## config.mk

```make
export PLATFORM = sky130hd
export DESIGN_NAME = load_ctrl
export DESIGN_NICKNAME = d
export VERILOG_FILES = /design/src/logic/loader_pkg.sv /design/src/logic/load_ctrl.sv
export SDC_FILE = /design/constraint.sdc
export NUM_CORES = 1
export LEC_CHECK = 0
export BUFFER_PORTS_ARGS = -buffer_cell sky130_fd_sc_hd__buf_2
export CORE_MARGIN = 1
export CORE_UTILIZATION = 50
export DETAILED_ROUTE_END_ITERATION = 10
export PLACE_DENSITY = 0.71
export SLEW_MARGIN = 20
export SYNTH_ARGS = -nofsm -noshare
export SYNTH_HDL_FRONTEND = slang
export SYNTH_SLANG_ARGS = --single-unit
export TNS_END_PERCENT = 20
```

## constraint.sdc

```tcl
create_clock -name sck -period 3 [get_ports sck]
set_input_delay 0.15 -clock sck [delete_from_list [all_inputs] [get_ports sck]]
set_output_delay 0.15 -clock sck [all_outputs]
set_load 0.1 [all_outputs]
```

## src/logic/loader_pkg.sv

```systemverilog
/*
 * loader package
 * shared constants and bus types of the serial download port:
 * command codes, byte memory geometry, the received byte record
 * and the memory write record
 */

package loader_pkg;

	// ******************************
	// memory geometry
	// ******************************

	// 14-bit byte address, 16 kbyte memory
	localparam int ram_aw    = 14;
	localparam int ram_depth = 1 << ram_aw;

	// width of the downloaded byte count
	localparam int size_w = 16;

	// ******************************
	// host command codes
	// ******************************

	// file transfer control, payload bit 0 starts or ends a download
	localparam logic [7:0] cmd_file_tx  = 8'h53;
	// file data, every payload byte goes to the next address
	localparam logic [7:0] cmd_file_dat = 8'h54;
	// set base, high byte then low byte of the next start address
	localparam logic [7:0] cmd_set_base = 8'h55;

	// ******************************
	// bus records
	// ******************************

	// one received byte, valid is a single-cycle pulse
	typedef struct packed {
		logic       valid;
		logic       first;
		logic [7:0] data;
	} spi_byte_t;

	// one memory write, taken unconditionally by the memory
	typedef struct packed {
		logic              valid;
		logic [ram_aw-1:0] addr;
		logic [7:0]        data;
	} ram_wr_t;

endpackage

```

## src/logic/load_ctrl.sv

```systemverilog
/*
 * load controller
 * decodes the command byte of each frame and the payload that
 * follows it. holds the base, write address, byte count and
 * downloading flag, and turns file data bytes into memory writes
 */

`timescale 1ns/100ps

module load_ctrl (
	input  logic                          sck,
	input  logic                          ss,
	input  logic                          sel,
	input  loader_pkg::spi_byte_t         rx_byte,
	output loader_pkg::ram_wr_t           ram_wr,
	output logic                          downloading,
	output logic [loader_pkg::size_w-1:0] size
);

	import loader_pkg::*;

	// ******************************
	// register set
	// ******************************

	// command of the current frame, zero when idle
	logic [7:0]        cmd_q;
	// payload byte index, saturates at 3
	logic [1:0]        idx_q;
	// start address of the next download
	logic [ram_aw-1:0] base_q;
	// high set-base byte waiting for the low one
	logic [7:0]        base_hi_q;
	// address of the next data byte
	logic [ram_aw-1:0] wr_ptr;

	// write port register
	logic              wr_valid;
	logic [ram_aw-1:0] wr_addr;
	logic [7:0]        wr_data;

	// data byte that really goes to memory
	logic              take_data;

	assign take_data = rx_byte.valid && !rx_byte.first &&
		(cmd_q == cmd_file_dat) && downloading;

	// ******************************
	// command decode
	// ******************************

	always_ff @(posedge sck or posedge ss) begin
		if (ss) begin
			cmd_q       <= '0;
			idx_q       <= '0;
			base_q      <= '0;
			wr_ptr      <= '0;
			downloading <= 1'b0;
			size        <= '0;
			wr_valid    <= 1'b0;
		end else begin
			wr_valid <= take_data;
			if (rx_byte.valid) begin
				if (rx_byte.first) begin
					// new frame, latch its command
					cmd_q <= rx_byte.data;
					idx_q <= '0;
				end else begin
					if (idx_q != 2'd3)
						idx_q <= idx_q + 2'd1;
					// control payload, only the first byte counts
					if (cmd_q == cmd_file_tx && idx_q == 2'd0) begin
						if (rx_byte.data[0]) begin
							wr_ptr      <= base_q;
							size        <= '0;
							downloading <= 1'b1;
						end else begin
							// size keeps the final count
							downloading <= 1'b0;
						end
					end
					// low set-base byte completes the address
					if (cmd_q == cmd_set_base && idx_q == 2'd1)
						base_q <= {base_hi_q[5:0], rx_byte.data};
					// address wraps at the top of memory
					if (take_data) begin
						wr_ptr <= wr_ptr + ram_aw'(1);
						size   <= size + size_w'(1);
					end
				end
			end else if (!sel) begin
				// between frames nothing is decoded
				cmd_q <= '0;
				idx_q <= '0;
			end
		end
	end

	// ******************************
	// payload registers
	// ******************************

	always_ff @(posedge sck) begin
		if (rx_byte.valid && !rx_byte.first && cmd_q == cmd_set_base && idx_q == 2'd0)
			base_hi_q <= rx_byte.data;
		if (take_data) begin
			wr_addr <= wr_ptr;
			wr_data <= rx_byte.data;
		end
	end

	assign ram_wr = '{valid: wr_valid, addr: wr_addr, data: wr_data};

endmodule

```

### Yosys cells after proc, flatten, opt, wreduce, memory -nomap -nowiden

Index checks and enable logic that the tools add are counted.

* register bits after elaboration: 84
* input bits: 13
* logic and storage cells: 52
* output and inout port bits: 40

* mux-type cells: 14
* reduce and logical (&&, ||, !) cells: 16
* add/subtract/negate cells: 3
* bitwise operators: 1
* equality and inequality tests: 8

Operator list (count)
* $mux W16: 3
* $mux W14: 3
* $eq A8 B7 Y1 const B: 3
* $mux W8: 3
* $add A16 B1 Y16 const B: 1
* $add A14 B1 Y14 const B: 1
* $mux W2: 4
* $logic_and A1 B1 Y1: 7
* $reduce_and A3 Y1: 2
* $ne A2 B2 Y1 const B: 2
* $reduce_and A2 Y1: 2
* $reduce_and A4 Y1: 1
* $reduce_bool A2 Y1: 2
* $ne A3 B2 Y1 const B: 1
* $add A2 B1 Y2 const B: 1
* $eq A2 B1 Y1 const B: 1
* $logic_not A2 Y1: 1
* $ne A2 B1 Y1 const B: 1
* $logic_not A1 Y1: 1
* $mux W1: 1
* $not A1 Y1: 1

### Logic depth before layout (Yosys ltp)

Gate-level depths: netlist of run 1.

* depth in word-level cells: 6
* mapped depth: 8

### Least setup slack after synthesis of run 1

No wires, ideal clock.

* path kind: register to register
* from: reg downloading
* to: reg wr_ptr[5]
* arrival: 2.499 ns
* period minus slack after synthesis: 2.640 ns
* stages on the path, launching flop included: 8
* path slack: 0.360 ns
* path buffers: 1
* library setup time: 0.141 ns
* required time: 2.859 ns
* cell sequence: dfrtp_1 > nand4bb_1 > or3_1 > buf_2 > clkinv_2 > nand4_1 > xor2_1 > o21ai_1

* longest elaborated chain between the ends: 3
* elaborated cells between the ends (all ways): 5

Ends and longest elaborated chain
* start, declared: line load_ctrl.sv:16 `output logic downloading,`
* start signal, assigned: line load_ctrl.sv:58 `downloading <= 1'b0;`
* start signal, assigned: line load_ctrl.sv:76 `downloading <= 1'b1;`
* start signal, assigned: line load_ctrl.sv:79 `downloading <= 1'b0;`
* $logic_and A1 B1 Y1 *: line load_ctrl.sv:46 `(cmd_q == cmd_file_dat) && downloading;`
* via take_data: line load_ctrl.sv:43 `logic take_data;`
* $reduce_bool A2 Y1 (no line)
* $reduce_and A4 Y1 (no line)
* end signal, assigned: line load_ctrl.sv:74 `wr_ptr <= base_q;`
* end signal, assigned: line load_ctrl.sv:87 `wr_ptr <= wr_ptr + ram_aw'(1);`
* end, declared: line load_ctrl.sv:35 `logic [ram_aw-1:0] wr_ptr;`

Mark *: on every way through the listed nets, which the timed path passes. The rest lies on a longest branch.
A chain may end at the register's enable or synchronous reset.

### Worst setup path after layout of run 1

* from: reg cmd_q[3]
* to: reg wr_ptr[4]

* longest elaborated chain between the ends: 5
* elaborated cells between the ends (all ways): 9

Ends and longest elaborated chain
* start, declared: line load_ctrl.sv:27 `logic [7:0] cmd_q;`
* start signal, assigned: line load_ctrl.sv:66 `cmd_q <= rx_byte.data;`
* $eq A8 B7 Y1 *: line load_ctrl.sv:46
* $logic_and A1 B1 Y1 *: line load_ctrl.sv:45 `assign take_data = rx_byte.valid && !rx_byte.first &&`
* $logic_and A1 B1 Y1 *: line load_ctrl.sv:46
* via take_data: line load_ctrl.sv:43
* $reduce_bool A2 Y1 (no line)
* $reduce_and A4 Y1 (no line)

Marked as above.

==> metrics.csv, run 1 <==
metric,value,unit
clock_latency,0.37,ns
skew,0.0200,ns
drv_slew,0,
grt_max_degree,33,
grt_pass1_vias,2277,
grtUsageTotal,20.8,%
wl_per_cell,15.5,um
p_per_area,520,nW/um^2
syn_nets,304,
ios,53,
dr.pass1.iters,4,
finalCritPeriodShare,83.2,%
cts-htree-levels,3,
cts_root_buffer,clkbuf_8,
crit_type,reg2reg,
vias,2464,
synthFlopType,dfrtp_1,
numCtsBuffers,9,
gp_congestion,0.772,
drt_first_iter_violations,166,
tightest_slew,0.814,ns
drv_cap,0,
fin_util,61.5,%
overflow,0,
synthesis.instances,286,
path_max_fanout,21,
synth.avg_cell_area,12.7,um^2
final_common_cell,dfrtp_1,
cp.arrival,2.71,ns
power.static_leakage,1.94,nW
clkSinkCount,84,
num_rows,30,
nets,367,
tritoncts,done,
layout-drive-gt1-share,29.9,%
fin_cells,450,
placement.cell_area,3980,um^2
rsz0062_at_grt,false,
setup_viol,0,
drc,0,
start_util,52.5,%
cts_buffer_depth,2,
numPortBuffers,52,
grt_pass1_wl,11.6,mm
clk_pin_slew,0.09,ns
dpl.hpwl,4.87,mm
synthArstFlopShare,66.7,%
num_antenna_cells,0,
crit_required,3.22,ns
synth_edf_count,28,
syn_area,3630,um^2
die_x,87.2,um
placed_cells,430,
antenna_found_initial,0,
ir_drop,0.268,mV
area_growth,17.2,%
cp-start-kind,register,
status,completed,
final_cell_mix,"dfrtp_1 (56), buf_2 (52), nand2_1 (37)",
totalWireLength,6.97,mm
min_period,2.50,ns
cp-end-kind,register,
r2r_setup_slack,0.50,ns
ys_seq_elements,84,
viasPerCell,5.48,
die_h,87.2,um
coreArea,6910,um^2
hold_viol,0,
yosysUniqueCellTypes,49,
design_area,4250,um^2
synth_seq_area_share,61.8,%
relSlewSlack,45.3,%
min_path_type,in2reg,
drtAntennaViolNets,0,
yosysWarnings,0,
die_area,7600,um^2
fmax,401,MHz
fin_setup_tns,0,ns
[stage by stage]
stage | hold WS [ns] | power, W | setup WS [ns]
after floorplan | 0.249 | 0.00130 | 0.360
after global placement | 0.219 | 0.00133 | 0.581
after detailed placement | 0.219 | 0.00134 | 0.535
after CTS | 0.00142 | 0.00223 | 0.513
after global routing | 0.000639 | 0.00231 | 0.401
final | 0.00969 | 0.00221 | 0.503
[critical path, cell delays in order (launching register included)]
cell and delay [ns]:
dfrtp_1 0.39, or4b_4 0.67, or3_1 0.54, clkinv_2 0.33, nand4_1 0.17, xor2_1 0.17, o21ai_1 0.08
[cell type report]
cell class / instances / area (um^2)
flip-flops and latches: 84 / 2240
fillers: 618 / 2660
clock buffers: 11 / 141
multi-input cells: 183 / 1280
inverters: 9 / 35.0
well taps: 96 / 120
clock inverters: 5 / 86.3
repair buffers: 62 / 345
[cells in the mapped netlist, drive strengths merged (8+ instances only)]
master / instances / share of area [%]
dfrtp: 56 / 39
nand2: 37 / 3.8
edfxtp: 28 / 23
nand3: 20 / 3.0
o21ai: 16 / 2.2
mux2: 15 / 4.7
nor2: 12 / 1.3
a22o: 9 / 2.2
buf: 8 / 1.7
inv: 8 / 0.83
nor4: 8 / 3.0
[worst paths after layout]
kind                       startpoint      endpoint  depth (start not counted)
setup / recovery             cmd_q[3]     wr_ptr[4]                          6
hold / removal             rx_byte[4]  base_hi_q[4]                          1
setup reg to reg             cmd_q[3]     wr_ptr[4]                          6
hold reg to reg              size[15]      size[15]                          1
max in group asynchronous          ss     wr_ptr[1]                          4
min in group asynchronous          ss      cmd_q[5]                          3
[per-layer routing]
metal	GRT usage (%)	vias to the layer above	routed length (um)
li1	-	1175	-
met1	30.7	1206	3210
met2	29.3	71	3260
met3	5.50	12	363
met4	8.20	0	132
met5	0	-	0
[power breakdown]
part	leakage, nW	total, W	internal, W	switching [W]
registers	1.03	0.00122	0.00120	0.0000177
clock network	0.114	0.000896	0.000496	0.000400
logic	0.790	0.0000984	0.0000352	0.0000632
[cells by family (layout without fill, tap and decap cells)]
| group | Yosys count | in the layout | share of synthesized area [%] |
|---|---|---|---|
| AO/OA/AOI/OAI | 39 | 39 | 7.49 |
| multiplexers | 19 | 19 | 5.76 |
| adder cells (fa/ha/maj) | 5 | 5 | 1.72 |
| buffers and inverters | 19 | 87 | 2.90 |
| flip-flops | 84 | 84 | 61.8 |
| AND/OR/NAND/NOR | 111 | 111 | 18.1 |
| XOR/XNOR | 9 | 9 | 2.17 |
[flip-flops by register name, indices dropped and copies added, names as in the netlist]
| name | cells |
|---|---|
| base_hi_q | 6 |
| size | 16 |
| base_q | 14 |
| wr_addr | 14 |
| wr_valid | 1 |
| wr_ptr | 14 |
| idx_q | 2 |
| wr_data | 8 |
| cmd_q | 8 |
| downloading | 1 |
[repair_timing]
action	4_1_cts	5_1_grt
hold endpoints to repair	28	0
resized for setup	0	0
hold buffers	4	0
setup buffers	0	0
(Power assumes the default switching activity.)
==> run 2: changes to the inputs <==
- clock period: 3 -> 2.55 ns (I/O delays scaled with it)
==> metrics.csv, run 2 (same netlist as run 1, synthesis figures left out) <==
metric,value,unit,change
status,completed,,unchanged
final_cell_mix,"dfrtp_1 (55), buf_2 (52), nand2_1 (37)",,"was dfrtp_1 (56), buf_2 (52), nand2_1 (37)"
largest_reg_flops,16,,unchanged
grtUsageTotal,21.5,%,was 20.8%
cts_root_buffer,clkbuf_8,,unchanged
ff_latch_area,2240,um^2,about the same
cp.arrival,2.43,ns,was 2.71 ns
wl_met3,213,um,was 363 um
area_growth,17.1,%,was 17.2%
finalCritPeriodShare,93.2,%,was 83.2%
die_area,7600,um^2,unchanged
tritoncts,done,,unchanged
whs,0.0102,ns,was 0.00969 ns
tightest_slew,0.579,ns,was 0.814 ns
power.static_leakage,1.94,nW,about the same
p_per_area,567,nW/um^2,was 520 nW/um^2
met1_length,3.62,mm,was 3.21 mm
fin_setup_tns,0,ns,unchanged
ir_drop,0.270,mV,was 0.268 mV
dpl.hpwl,5.29,mm,was 4.87 mm
worst_r2r_startpoint,cmd_q[3],,unchanged
setup_viol,0,,unchanged
crit_type,reg2reg,,unchanged
cp-start-kind,register,,unchanged
hold_viol,0,,unchanged
fin_util,61.5,%,about the same
min_period,2.38,ns,was 2.50 ns
overflow,0,,unchanged
antenna_found_initial,0,,unchanged
clk_pin_slew,0.08,ns,was 0.09 ns
nets,373,,was 367
startpoint,cmd_q[3],,unchanged
clkSinkCount,84,,unchanged
numPortBuffers,52,,unchanged
drt_first_iter_violations,152,,was 166
cp-end-kind,register,,unchanged
placement.cell_area,4020,um^2,was 3980 um^2
drv_cap,0,,unchanged
final_common_cell,dfrtp_1,,unchanged
totalWireLength,7.46,mm,was 6.97 mm
cts-htree-levels,3,,unchanged
wl_per_cell,16.4,um,was 15.5 um
coreArea,6910,um^2,unchanged
num_antenna_cells,0,,unchanged
start_util,52.5,%,unchanged
dr.pass1.iters,4,,unchanged
grt_pass1_vias,2459,,was 2277
clock_latency,0.35,ns,was 0.37 ns
gp_congestion,0.739,,was 0.772
min_path_type,in2reg,,unchanged
skew,0.00886,ns,was 0.0200 ns
num_rows,30,,unchanged
regMostFlops,size,,unchanged
drc,0,,unchanged
design_area,4250,um^2,about the same
fill_cells,577,,was 618
layout-drive-gt1-share,31.1,%,was 29.9%
viasPerCell,5.40,,was 5.48
relSlewSlack,61.1,%,was 45.3%
multi_input_area,1280,um^2,unchanged
highest_layer,met4,,unchanged
numCtsBuffers,9,,unchanged
path_max_fanout,14,,was 21
cts_resized,0,,unchanged
crit_required,2.60,ns,was 3.22 ns
die_x,87.2,um,unchanged
cts_setup_buffers,0,,unchanged
drtAntennaViolNets,0,,unchanged
grt_pass1_wl,12.2,mm,was 11.6 mm
ios,53,,unchanged
vias,2463,,was 2464
met2_length,3.58,mm,was 3.26 mm
fmax,421,MHz,was 401 MHz
die_h,87.2,um,unchanged
cts_buffer_depth,2,,unchanged
drv_slew,0,,unchanged
rsz0062_at_grt,false,,unchanged
grt_max_degree,27,,was 33
hold_start,rx_byte[4],,unchanged
[run 2: cell type report]
type                            count  share of cell area (%)
Clock inverter                      6                   0.942
Multi-Input combinational cell    183                    30.1
Clock buffer                       10                    3.24
Inverter                            9                   0.824
Sequential cell                    84                    52.8
Tap cell                           96                    2.83
Timing Repair Buffer               68                    9.25
[run 2: power by group]
part	total (W)	internal [W]	leakage, nW	switching, W
Combinational	0.000120	0.0000438	0.819	0.0000767
Clock	0.000855	0.000379	0.0936	0.000476
Sequential	0.00143	0.00141	1.03	0.0000217
Total	0.00241	0.00183	1.94	0.000574
[run 2: routing by layer]
metal | vias to the layer above | track usage, %
met5 | - | 0
met4 | 0 | 7.75
met3 | 7 | 3.32
met2 | 47 | 33.8
met1 | 1228 | 30.5
li1 | 1181 | -
[run 2: worst paths after layout]
check	end	slack (ns)	cells past startpoint
min in group asynchronous	idx_q[1]	0.27	3
max reg2reg	wr_addr[1]	0.17	4
max	wr_addr[1]	0.17	4
min	wr_data[4]	0.01	1
max in group asynchronous	base_q[11]	1.61	4
min reg2reg	base_q[10]	0.48	1
[run 2: worst max-delay path: stages, from the launching register on]
cell and delay (ns):
dfrtp_1 0.38, or4b_4 0.67, or3_1 0.54, clkinv_2 0.25, buf_4 0.23
[run 2: what timing repair did]
action / CTS / global route
setup endpoints to repair: 0 / 0
hold endpoints to repair: 16 / 1
hold buffers: 4 / 1
[run 2: per-stage QoR]
| stage | worst slack (ns) | power [W] | std cells |
|---|---|---|---|
| after global routing | 0.0269 | 0.00250 | 456 |
| after CTS | 0.191 | 0.00242 | 455 |
| final | 0.175 | 0.00241 | 456 |
| after floorplan | 0.228 | 0.00153 | 286 |
| after global placement | 0.261 | 0.00157 | 435 |
| after detailed placement | 0.192 | 0.00158 | 435 |
