## src/logic/loader_pkg.sv

```systemverilog
/*
 * loader package
 * shared constants and bus types of the serial download port:
 * command codes, byte memory geometry, the received byte record
 * and the memory write record
 */

package loader_pkg;

	// ******************************
	// memory geometry
	// ******************************

	// 14-bit byte address, 16 kbyte memory
	localparam int ram_aw    = 14;
	localparam int ram_depth = 1 << ram_aw;

	// width of the downloaded byte count
	localparam int size_w = 16;

	// ******************************
	// host command codes
	// ******************************

	// file transfer control, payload bit 0 starts or ends a download
	localparam logic [7:0] cmd_file_tx  = 8'h53;
	// file data, every payload byte goes to the next address
	localparam logic [7:0] cmd_file_dat = 8'h54;
	// set base, high byte then low byte of the next start address
	localparam logic [7:0] cmd_set_base = 8'h55;

	// ******************************
	// bus records
	// ******************************

	// one received byte, valid is a single-cycle pulse
	typedef struct packed {
		logic       valid;
		logic       first;
		logic [7:0] data;
	} spi_byte_t;

	// one memory write, taken unconditionally by the memory
	typedef struct packed {
		logic              valid;
		logic [ram_aw-1:0] addr;
		logic [7:0]        data;
	} ram_wr_t;

endpackage

```

## src/logic/spi_byte_rx.sv

```systemverilog
/*
 * serial byte receiver
 * shifts sdi in msb first, one bit per sck edge while sel is high,
 * and presents each completed byte for one cycle. the first byte
 * of a frame is flagged as the command byte. dropping sel throws
 * away a partial byte and rearms the command flag
 */

`timescale 1ns/100ps

module spi_byte_rx (
	input  logic                  sck,
	input  logic                  ss,
	input  logic                  sel,
	input  logic                  sdi,
	output loader_pkg::spi_byte_t rx_byte
);

	// ******************************
	// receive state
	// ******************************

	// seven earlier bits of the current byte
	logic [6:0] shift_q;
	// position of the next bit inside the byte
	logic [2:0] bit_cnt;
	// no byte completed yet in this frame
	logic       no_byte_yet;

	// registered output byte
	logic       byte_valid;
	logic       byte_first;
	logic [7:0] byte_data;

	// ******************************
	// bit counter and byte strobe
	// ******************************

	always_ff @(posedge sck or posedge ss) begin
		if (ss) begin
			bit_cnt     <= '0;
			no_byte_yet <= 1'b1;
			byte_valid  <= 1'b0;
			byte_first  <= 1'b0;
		end else begin
			// strobe lasts a single cycle
			byte_valid <= 1'b0;
			if (!sel) begin
				// frame gap, partial byte is lost
				bit_cnt     <= '0;
				no_byte_yet <= 1'b1;
			end else begin
				// wraps from 7 back to 0 for the next byte
				bit_cnt <= bit_cnt + 3'd1;
				if (bit_cnt == 3'd7) begin
					byte_valid  <= 1'b1;
					byte_first  <= no_byte_yet;
					no_byte_yet <= 1'b0;
				end
			end
		end
	end

	// ******************************
	// shift register
	// ******************************

	always_ff @(posedge sck) begin
		if (sel) begin
			shift_q <= {shift_q[5:0], sdi};
			// eighth bit is taken straight from the line
			if (bit_cnt == 3'd7)
				byte_data <= {shift_q, sdi};
		end
	end

	assign rx_byte = '{valid: byte_valid, first: byte_first, data: byte_data};

endmodule

```

## config.mk

```make
export PLATFORM = sky130hd
export DESIGN_NAME = spi_byte_rx
export DESIGN_NICKNAME = d
export VERILOG_FILES = /design/src/logic/loader_pkg.sv /design/src/logic/spi_byte_rx.sv
export SDC_FILE = /design/constraint.sdc
export NUM_CORES = 1
export LEC_CHECK = 0
export BUFFER_PORTS_ARGS = -buffer_cell sky130_fd_sc_hd__buf_4
export CAP_MARGIN = 20
export CORE_ASPECT_RATIO = 0.75
export CORE_MARGIN = 10
export CORE_UTILIZATION = 34
export CTS_CLUSTER_SIZE = 25
export DETAILED_ROUTE_END_ITERATION = 6
export GPL_TIMING_DRIVEN = 0
export PLACE_DENSITY = 0.64
export SETUP_SLACK_MARGIN = 0.5
export SLEW_MARGIN = 30
export SYNTH_ARGS = -nofsm -noshare
export SYNTH_HDL_FRONTEND = slang
export SYNTH_SLANG_ARGS = --single-unit
```

## constraint.sdc

```tcl
create_clock -name sck -period 3.7 [get_ports sck]
set_input_delay 0.37 -clock sck [delete_from_list [all_inputs] [get_ports sck]]
set_output_delay 0.37 -clock sck [all_outputs]
set_load 0.05 [all_outputs]
```

Word-level counts from Yosys, hierarchy flattened
Cells that the tools add are included.
{"block": "totals", "register_bits": 21, "input_bits": 4, "out_inout_bits": 10, "elab_cells": 15}
{"block": "classes", "add_sub_neg": 1, "n_eq_ne": 2, "mux": 5, "reduce_logical": 1}
{"operator": "2-to-1 mux 1 bit", "n": 4}
{"operator": "adder 3 x 1 -> 3 bit, second input constant", "n": 1}
{"operator": "equality test 3 bit, second input constant", "n": 1}
{"operator": "2-to-1 mux 3 bit", "n": 1}
{"operator": "!= test 2 x 1 -> 1 bit, second input constant", "n": 1}
{"operator": "AND reduction 2 bit", "n": 1}

Depth between registers and ports, before layout
Gate-level depths: netlist of run 1.
{"block": "depth", "ltp_word": 3, "mapped_depth": 4}

Worst setup path before layout of run 1
No wires, ideal clock.
{"block": "synth_path", "path_type": "register to register", "startpoint": "reg bit_cnt[0]", "endpoint": "reg byte_first", "t_arrival_ns": 1.205, "required_time_ns": 3.575, "slack_ns": 2.370, "stages_incl_launch_ff": 5, "cell_sequence": "dfrtp_1 -> ha_1 -> ha_1 -> and2_4 -> mux2_4"}
{"block": "synth_via", "elab_chain_len": 2}
{"item": "from (decl)", "line_no": "spi_byte_rx.sv:26", "rtl": "logic [2:0] bit_cnt;"}
{"item": "from (signal assigned)", "line_no": "spi_byte_rx.sv:54", "rtl": "bit_cnt <= bit_cnt + 3'd1;"}
{"item": "equality test 3 bit", "line_no": "spi_byte_rx.sv:55", "rtl": "if (bit_cnt == 3'd7) begin"}
{"item": "AND reduction 2 bit (no source line)"}
{"item": "to (signal assigned)", "line_no": "spi_byte_rx.sv:57", "rtl": "byte_first <= no_byte_yet;"}
{"item": "to (decl)", "line_no": "spi_byte_rx.sv:32", "rtl": "logic byte_first;"}
Every way passes these cells.
A chain may end at the register's enable or synchronous reset.

Worst setup path in the final report of run 1
Ends and elaborated chain as after synthesis.

==> results.tsv, run 1 <==
metric	value	unit
outcome	finished, final reports clean	
globalplace.congestion	0.6271	
overflow	0	
clockBufferDepth	2	
via_per_inst	4.187	
root_buffer	clkbuf_4	
syn_area_per_cell	21.12	sq um
required	3.89	ns
syn_to_final_growth	23.70	%
syn_area	696.9	sq um
syn_inst	33	
first_iter_violations	2	
fin_crit_sh	0.3796	
start_util	0.3521	
grt_setup_unrepaired	false	
detail-route-antenna-nets	0	
io_pins	14	
totalWireLength	964	um
syn-num-nets	39	
stdcell_area	862.1	sq um
io_buffers	13	
route.detailed.drc	0	
ys_ff_latch	21	
cp.arrival	1.60	ns
layout-drive-gt1-share	0.4314	
n_fill_cell	193	
routedWlPerCell	12.85	um
ys_seq_area_frac	0.8636	
cp_max_fo	10	
ctsResizeCount	0	
grt_pass1_vias	350	
finalSetupViolations	0	
clock.fmax	712.1	MHz
cap_violations	0	
setup_tns	0	ns
leakage	0.3694	nW
die-area	4280	sq um
antenna_cells	0	
clk_latency	0.29	ns
hpwl	717	um
grt_pass1_wl	1.593	mm
grt_max_degree	13	
final-hold-violation-count	0	
maxSlewViolCount	0	
cts_tree	done	
tightest_slew	0.2196	ns
die_h	59.21	um
timing.slew.headroom	0.8535	
first_pass_iters	2	
track_usage	0.04993	
vias	314	
powerDensity	457.8	nW/um^2
vdd_drop_max	0.2519	mV
placed_area	824.5	sq um
num_rows	14	
synthDistinctLibCells	11	
hold_path.class	in2reg	
core	1979	sq um
critPathLaunchType	register	
cts_max_level	1	
finalClockSkew	0.007144	ns
antenna_found_initial	0	
fin_nets	58	
period_minus_slack	1.404	ns
cts_buffers	3	
criticalPathCategory	reg2reg	
yosys_warnings	0	
clock-sinks	21	
dieWidth	72.28	um
path_clk_slew	0.11	ns
crit_path_end_kind	register	
[synthesized netlist by cell type]
cell type | number | share of area
nor2b_1 | 1 | 0.0090
edfxtp_1 | 15 | 0.65
ha_1 | 2 | 0.036
inv_1 | 2 | 0.011
mux2_4 | 1 | 0.022
dfstp_2 | 1 | 0.038
o21ai_0 | 1 | 0.0072
buf_4 | 2 | 0.022
and2_1 | 2 | 0.018
dfrtp_1 | 5 | 0.18
and2_4 | 1 | 0.013
[critical path, cell delays in order (launching register included)]
cell and delay (ns):
dfrtp_1 0.41, ha_1 0.20, ha_1 0.18, and2_4 0.21, mux2_4 0.30
[what timing repair did]
| action | 4_1_cts | 5_1_grt |
|---|---|---|
| endpoints found under the hold margin | 5 | 0 |
| buffers inserted | 0 | 0 |
| endpoints found under the setup margin | 0 | 0 |
| hold buffers | 1 | 0 |
[worst paths after layout]
path	from	endpoint	slack [ns]	depth (start not counted)
worst max-delay path	bit_cnt[0]	byte_first	2.30	4
worst min-delay path	sdi	shift_q[0]	0.25	1
worst max register to register	bit_cnt[0]	byte_first	2.30	4
worst min register to register	shift_q[6]	byte_data[7]	0.43	0
max in group asynchronous	ss	no_byte_yet	2.93	3
min in group asynchronous	ss	byte_first	0.53	3
[layer usage]
layer | up-vias | share of wire | GRT usage
met3 | 0 | 0.10 | 0.04690
li1 | 151 | - | -
met2 | 11 | 0.48 | 0.07721
met1 | 152 | 0.41 | 0.04608
met4 | 0 | 0 | 0.01653
met5 | - | 0 | 0
[layout by cell type, fill, tap and decap left out]
master and instances:
dlygate4sd3_1 1, dfrtp_1 5, edfxtp_1 15, clkbuf_4 3, o21ai_0 1, inv_1 2
nor2b_1 1, ha_1 2, clkinv_2 1, and2_1 2, and2_4 1, buf_4 15
dfstp_2 1, mux2_4 1
[flip-flops by register name (all words and copies together) (netlist names)]
name         flops
bit_cnt          3
byte_first       1
no_byte_yet      1
byte_valid       1
shift_q          7
byte_data        8
[layout make-up]
class	count	area [sq um]	share of cell area
clock inverters	1	5.005	0.005806
well taps	24	30.03	0.03483
plain buffers	2	15.01	0.01742
repair buffers	14	107.6	0.1248
multi-input cells	8	72.57	0.08418
inverters	2	7.507	0.008708
clock buffers	3	22.52	0.02612
flip-flops and latches	21	601.8	0.6981
[where the power goes]
part	switching, mW	total, mW	leakage, nW	internal (mW)
sequential	0.00407	0.267	0.218	0.263
combinational	0.0137	0.0250	0.134	0.0113
clock	0.0625	0.103	0.0177	0.0402
total	0.0803	0.395	0.369	0.314
[kinds of logic (layout without fill, tap and decap cells)]
family	after synthesis	in the layout	synth area share
compound gates	1	1	0.007174
fa+ha+maj	2	2	0.03590
buf+inv	4	22	0.03231
flops	21	21	0.8636
mux	1	1	0.02154
simple gates	4	4	0.03950
[metrics by stage]
stage | total power [mW] | setup WS [ns] | hold slack (ns) | cells | utilization
2_1_floorplan | 0.2864 | 2.370 | 0.1602 | 33 | -
3_3_place_gp | 0.2953 | 2.321 | 0.2961 | 70 | 0.4166
6_report | 0.3946 | 2.296 | 0.2527 | 75 | 0.4355
4_1_cts | 0.4017 | 2.285 | 0.2393 | 75 | 0.4355
5_1_grt | 0.4174 | 2.228 | 0.2143 | 75 | 0.4355
3_5_place_dp | 0.2967 | 2.304 | 0.3036 | 70 | 0.4166
Power figures use the tool's default switching activity.
==> run 2, diff against run 1 <==
==> constraint.sdc (replaced) <==
create_clock -name sck -period 1.3 [get_ports sck]
set_input_delay 0.13 -clock sck [delete_from_list [all_inputs] [get_ports sck]]
set_output_delay 0.13 -clock sck [all_outputs]
set_load 0.05 [all_outputs]
==> run 2 against run 1 <==
  * Non-clock buffer count rose by 3
  * Global-route usage rose by 0.18 points
  * Worst hold slack got worse by 0.16 ns
  * Largest cell class unchanged
  * Utilization rose by 5.8 points
  * Maximum frequency rose by 8.6%
  * Sequential share of layout area fell by 8.1 points
  * Via count rose by 8.9%
  * Clock power rose to 2.9 times the previous value
  * Final cell count rose by 4.0%
  * Power rose to 2.9 times the previous value
  * First-iteration DRC count rose to 4.5 times the previous value
  * Critical path depth did not move
==> results.tsv, run 2 (synthesis gave the netlist of run 1 again) <==
metric	value	unit	change
io_buffers	13		unchanged
die_h	59.21	um	unchanged
die-area	4280	sq um	unchanged
detail-route-antenna-nets	0		unchanged
fin_nets	61		+5.2%
root_buffer	clkbuf_4		
layout_commonest_cell	edfxtp_1		
fin_crit_sh	0.9950		+0.6155
finalSetupViolations	0		unchanged
routedWlPerCell	13.00	um	+1.1%
route.detailed.drc	0		unchanged
dpl_worst_slack	-0.02774	ns	-2.332 ns
layout-drive-gt1-share	0.4630		+0.03159
regToRegSetupSlack	0.006	ns	-2.29 ns
cp.arrival	1.48	ns	-0.12 ns
hold_path.class	in2reg		
tightest_slew	0.2255	ns	+0.005892 ns
crit_path_start	bit_cnt[0]		
cp_max_fo	3		-7
routed-wl-met2	526	um	+13%
grt_setup_unrepaired	true		
wl_met1	366	um	-7.6%
num_rows	14		unchanged
outcome	finished, final reports clean		
period_minus_slack	1.294	ns	-0.1108 ns
clk_latency	0.30	ns	about the same
largest_register	byte_data		
rr_endpoint	byte_first		
timing.slew.headroom	0.8495		-0.003932
crit-reg2reg-launch	bit_cnt[0]		
overflow	0		unchanged
grt_max_degree	13		unchanged
setup_tns	0	ns	unchanged
start_util	0.3521		unchanged
critPathLaunchType	register		
grt_pass1_vias	359		+2.6%
required	1.49	ns	-2.40 ns
crit_path_end_kind	register		
core	1979	sq um	unchanged
final-hold-violation-count	0		unchanged
clock.fmax	773.1	MHz	+8.6%
io_pins	14		unchanged
dieWidth	72.28	um	unchanged
fin_ws	0.006449	ns	-2.289 ns
grt_pass1_wl	1.656	mm	+4.0%
syn_to_final_growth	40.04	%	
met3_length	117	um	+16%
globalplace.congestion	0.6713		+7.0%
reg2reg_depth	4		unchanged
cts_buffers	3		unchanged
first_pass_iters	2		unchanged
final_cell_mix	15 x edfxtp_1, 10 x buf_6, 5 x dfrtp_1		
leakage	0.3958	nW	+7.1%
antenna_found_initial	0		unchanged
path_clk_slew	0.10	ns	about the same
totalWireLength	1.014	mm	+5.2%
maxSlewViolCount	0		unchanged
clockBufferDepth	2		unchanged
reg_top3	byte_data: 8 flops, shift_q: 7 flops, bit_cnt: 3 flops		
clock-sinks	21		unchanged
criticalPathCategory	reg2reg		
largest_register_ffs	8		unchanged
critPathCapture	byte_first		
highest_layer	met4		
powerDensity	1181	nW/um^2	+160%
cap_violations	0		unchanged
antenna_cells	0		unchanged
vias	342		+8.9%
layoutNonFillerInstCount	78		+4.0%
vdd_drop_max	0.6447	mV	+160%
whs	0.09754	ns	-0.1551 ns
finalClockSkew	0.0004143	ns	-0.006730 ns
dp.cells	70		unchanged
via_per_inst	4.385		+4.7%
cts_max_level	1		unchanged
cts_tree	done		
track_usage	0.05175		+0.001818
first_iter_violations	9		+7
==> run 2: changes by cell type in the layout (fill, tap and decap cells not counted), moves of 2 or more <==
cell	delta
buf_4	-11
buf_8	+2
ha_1	-2
buf_6	+10
ha_4	+2
==> run 2: cell type report <==
cell class                      count  area [sq um]
Inverter                            2         7.507
Buffer                              2         22.52
Fill cell                         178          1003
Clock buffer                        4         26.28
Timing Repair Buffer               17         190.2
Sequential cell                    21         601.8
Multi-Input combinational cell      8         97.59
Tap cell                           24         30.03
==> run 2: timing repair <==
item,CTS,global route
cloned,0,0
gates resized for setup,14,2
hold endpoints to repair,6,2
setup endpoints to repair,23,23
pin swaps,0,0
hold buffers,1,1
buffers inserted,2,0
==> run 2: worst max-delay path, stage by stage (launching register included) <==
cell	delay, ns
dfrtp_1	0.42
ha_4	0.18
ha_4	0.15
and2_4	0.15
mux2_4	0.29
==> run 2: through the flow <==
stage                     total power, mW  utilization  instance area (sq um)
after detailed placement           0.8437       0.4191                  829.5
after CTS                           1.159       0.4779                  945.9
after global placement             0.8416       0.4191                  829.5
after floorplan                    0.8157            -                  701.9
after global routing                1.207       0.4930                  975.9
final                               1.152       0.4930                  975.9
==> run 2: worst min-delay path by stage <==
stage | cells after the start | start | endpoint | slack, ns
3_3_place_gp | 2 | ss | byte_first | 0.06
3_5_place_dp | 2 | ss | byte_first | 0.07
6_report | 2 | sel | no_byte_yet | 0.1
2_1_floorplan | 1 | ss | bit_cnt[0] | -0.08
4_1_cts | 1 | sdi | byte_data[0] | 0.002
5_1_grt | 2 | sel | no_byte_yet | 0.13
==> run 2: per-layer routing <==
metal	vias up	global-route usage
met1	174	0.04724
li1	156	-
met5	-	0
met2	10	0.08095
met3	2	0.04858
met4	0	0.01653
==> run 2: where the power goes <==
part / leakage, nW / internal, mW / switching, mW
clock network: 0.0150 / 0.120 / 0.177
logic: 0.163 / 0.0488 / 0.0422
registers: 0.218 / 0.748 / 0.0165
==> run 3, diff against run 2 <==
--- a/config.mk
+++ b/config.mk
@@ -6,14 +6,14 @@
 export NUM_CORES = 1
 export LEC_CHECK = 0
 export BUFFER_PORTS_ARGS = -buffer_cell sky130_fd_sc_hd__buf_4
-export CAP_MARGIN = 20
 export CORE_ASPECT_RATIO = 0.75
 export CORE_MARGIN = 10
 export CORE_UTILIZATION = 34
+export CTS_BUF_LIST = sky130_fd_sc_hd__clkbuf_8
 export CTS_CLUSTER_SIZE = 25
 export DETAILED_ROUTE_END_ITERATION = 6
 export GPL_TIMING_DRIVEN = 0
-export PLACE_DENSITY = 0.64
+export PLACE_DENSITY_LB_ADDON = 0.2
 export SETUP_SLACK_MARGIN = 0.5
 export SLEW_MARGIN = 30
 export SYNTH_ARGS = -nofsm -noshare
==> run 3 against run 2 <==
  * The flow now finishes with violations (setup timing)
  * First-iteration DRC count down 67%
  * Maximum frequency down 0.53%
  * Via count up 0.88%
  * Power up 11%
  * Sequential power about the same
  * Non-clock buffer count up 5
  * Clock power up 38%
==> results.tsv, run 3 (synthesis gave the netlist of run 1 again) <==
metric	value	unit	change
final_cell_mix	15 x edfxtp_1, 11 x buf_6, 9 x buf_4		
hpwl	731.1	um	
grt_max_degree	13		unchanged
use_met2	0.08344		+0.002491
critPathLaunchType	register		
grt_pass1_vias	375		+4.5%
largest_register	byte_data		
largest_register_ffs	8		unchanged
maxSlewViolCount	0		unchanged
criticalPathCategory	reg2reg		
antenna_found_initial	0		unchanged
outcome	complete, but fails checks		
grtUsageMet3	0.04858		unchanged
cp_max_fo	5		+2
cp.arrival	1.45	ns	-0.03 ns
tightest_slew	0.2228	ns	-0.002619 ns
crit_path_end_kind	register		
detail-route-antenna-nets	0		unchanged
layoutNonFillerInstCount	83		+6.4%
vdd_drop_max	0.8299	mV	+29%
io_buffers	13		unchanged
totalWireLength	1.064	mm	+4.9%
antenna_cells	0		unchanged
start_util	0.3521		unchanged
overflow	0		unchanged
hold_path.class	in2reg		
cts_max_level	1		unchanged
cts_tree	done		
first_iter_violations	3		-6
globalplace.congestion	0.7291		+8.6%
grt_setup_unrepaired	true		
dp.cells	70		unchanged
powerDensity	1237	nW/um^2	+4.7%
required	1.45	ns	-0.04 ns
die_h	59.21	um	unchanged
clockBufferDepth	2		unchanged
whs	0.05350	ns	-0.04404 ns
clock-sinks	21		unchanged
io_pins	14		unchanged
grtUsageMet1	0.05408		+0.006837
violations	setup timing		
fin_nets	66		+8.2%
reg_top3	byte_data: 8 flops, shift_q: 7 flops, bit_cnt: 3 flops		
cts_buffers	3		unchanged
timing.slew.headroom	0.8513		+0.001748
layout-drive-gt1-share	0.5424		+0.07941
route.detailed.drc	0		unchanged
period_minus_slack	1.300	ns	+0.006873 ns
leakage	0.4349	nW	+9.9%
track_usage	0.05697		+0.005225
final-hold-violation-count	0		unchanged
via_per_inst	4.157		-5.2%
dieWidth	72.28	um	unchanged
root_buffer	clkbuf_8		
routedWlPerCell	12.82	um	-1.4%
syn_to_final_growth	48.47	%	
clock.fmax	769.0	MHz	-0.53%
num_rows	14		unchanged
fin_ws	-0.0004240	ns	-0.006873 ns
fin_crit_sh	1.000		+0.005287
finalSetupViolations	1		+1
grt_pass1_wl	1.780	mm	+7.5%
layout_commonest_cell	edfxtp_1		
clk_latency	0.26	ns	-0.04 ns
vias	345		+0.88%
die-area	4280	sq um	unchanged
cap_violations	0		unchanged
grt_busiest_layer	met2		
path_clk_slew	0.07	ns	-0.03 ns
first_pass_iters	2		unchanged
finalClockSkew	0.007368	ns	+0.006954 ns
core	1979	sq um	unchanged
==> run 3: area by class of cell <==
| cell class | instances | area, sq um |
|---|---|---|
| Multi-Input combinational cell | 8 | 97.59 |
| Fill cell | 171 | 944.7 |
| Clock inverter | 1 | 5.005 |
| Sequential cell | 21 | 601.8 |
| Buffer | 2 | 22.52 |
| Inverter | 2 | 7.507 |
| Tap cell | 24 | 30.03 |
| Clock buffer | 3 | 41.29 |
| Timing Repair Buffer | 22 | 229.0 |
==> run 3: stage by stage <==
stage / setup TNS [ns] / worst slack, ns / util / total power [mW] / area [sq um]
after detailed placement: -0.03386 / -0.03386 / 0.4191 / 0.8459 / 829.5
after CTS: 0 / 0.006497 / 0.4956 / 1.281 / 980.9
after floorplan: 0 / 0.03930 / - / 0.8157 / 701.9
after global routing: -0.02791 / -0.02791 / 0.5228 / 1.345 / 1035
after global placement: 0 / 0.003371 / 0.4191 / 0.8399 / 829.5
final: -0.0004240 / -0.0004240 / 0.5228 / 1.280 / 1035
==> run 3: repair_timing <==
| action | in CTS | in global routing |
|---|---|---|
| hold buffers | 1 | 0 |
| endpoints found under the setup margin | 23 | 23 |
| setup buffers | 4 | 4 |
| pin swaps | 0 | 1 |
| hold endpoints to repair | 5 | 0 |
| gates resized for setup | 14 | 3 |
==> run 3: per-layer routing <==
layer | up-vias | wire (um)
li1 | 166 | -
met1 | 170 | 405
met2 | 9 | 551
met3 | 0 | 107
met4 | 0 | 0
met5 | - | 0
==> run 3: critical path, cell delays in order, from the launching register on <==
cell,delay [ns]
dfrtp_1,0.42
ha_4,0.18
ha_4,0.15
and2_4,0.16
mux2_4,0.29
==> run 3: path summary, 6_finish.rpt <==
kind	startpoint	to	slack, ns	cells past startpoint
max	bit_cnt[0]	byte_first	-0.0004	4
min	sdi	shift_q[0]	0.05	1
max reg2reg	bit_cnt[0]	byte_first	-0.0004	4
min reg2reg	shift_q[6]	byte_data[7]	0.43	0
max in group asynchronous	ss	no_byte_yet	0.71	3
min in group asynchronous	ss	byte_valid	0.34	3
==> run 3: power by group <==
group / leakage, nW / switching [mW] / total, mW / internal, mW
logic: 0.192 / 0.0451 / 0.105 / 0.0596
registers: 0.218 / 0.0158 / 0.764 / 0.749
clock network: 0.0255 / 0.197 / 0.411 / 0.213
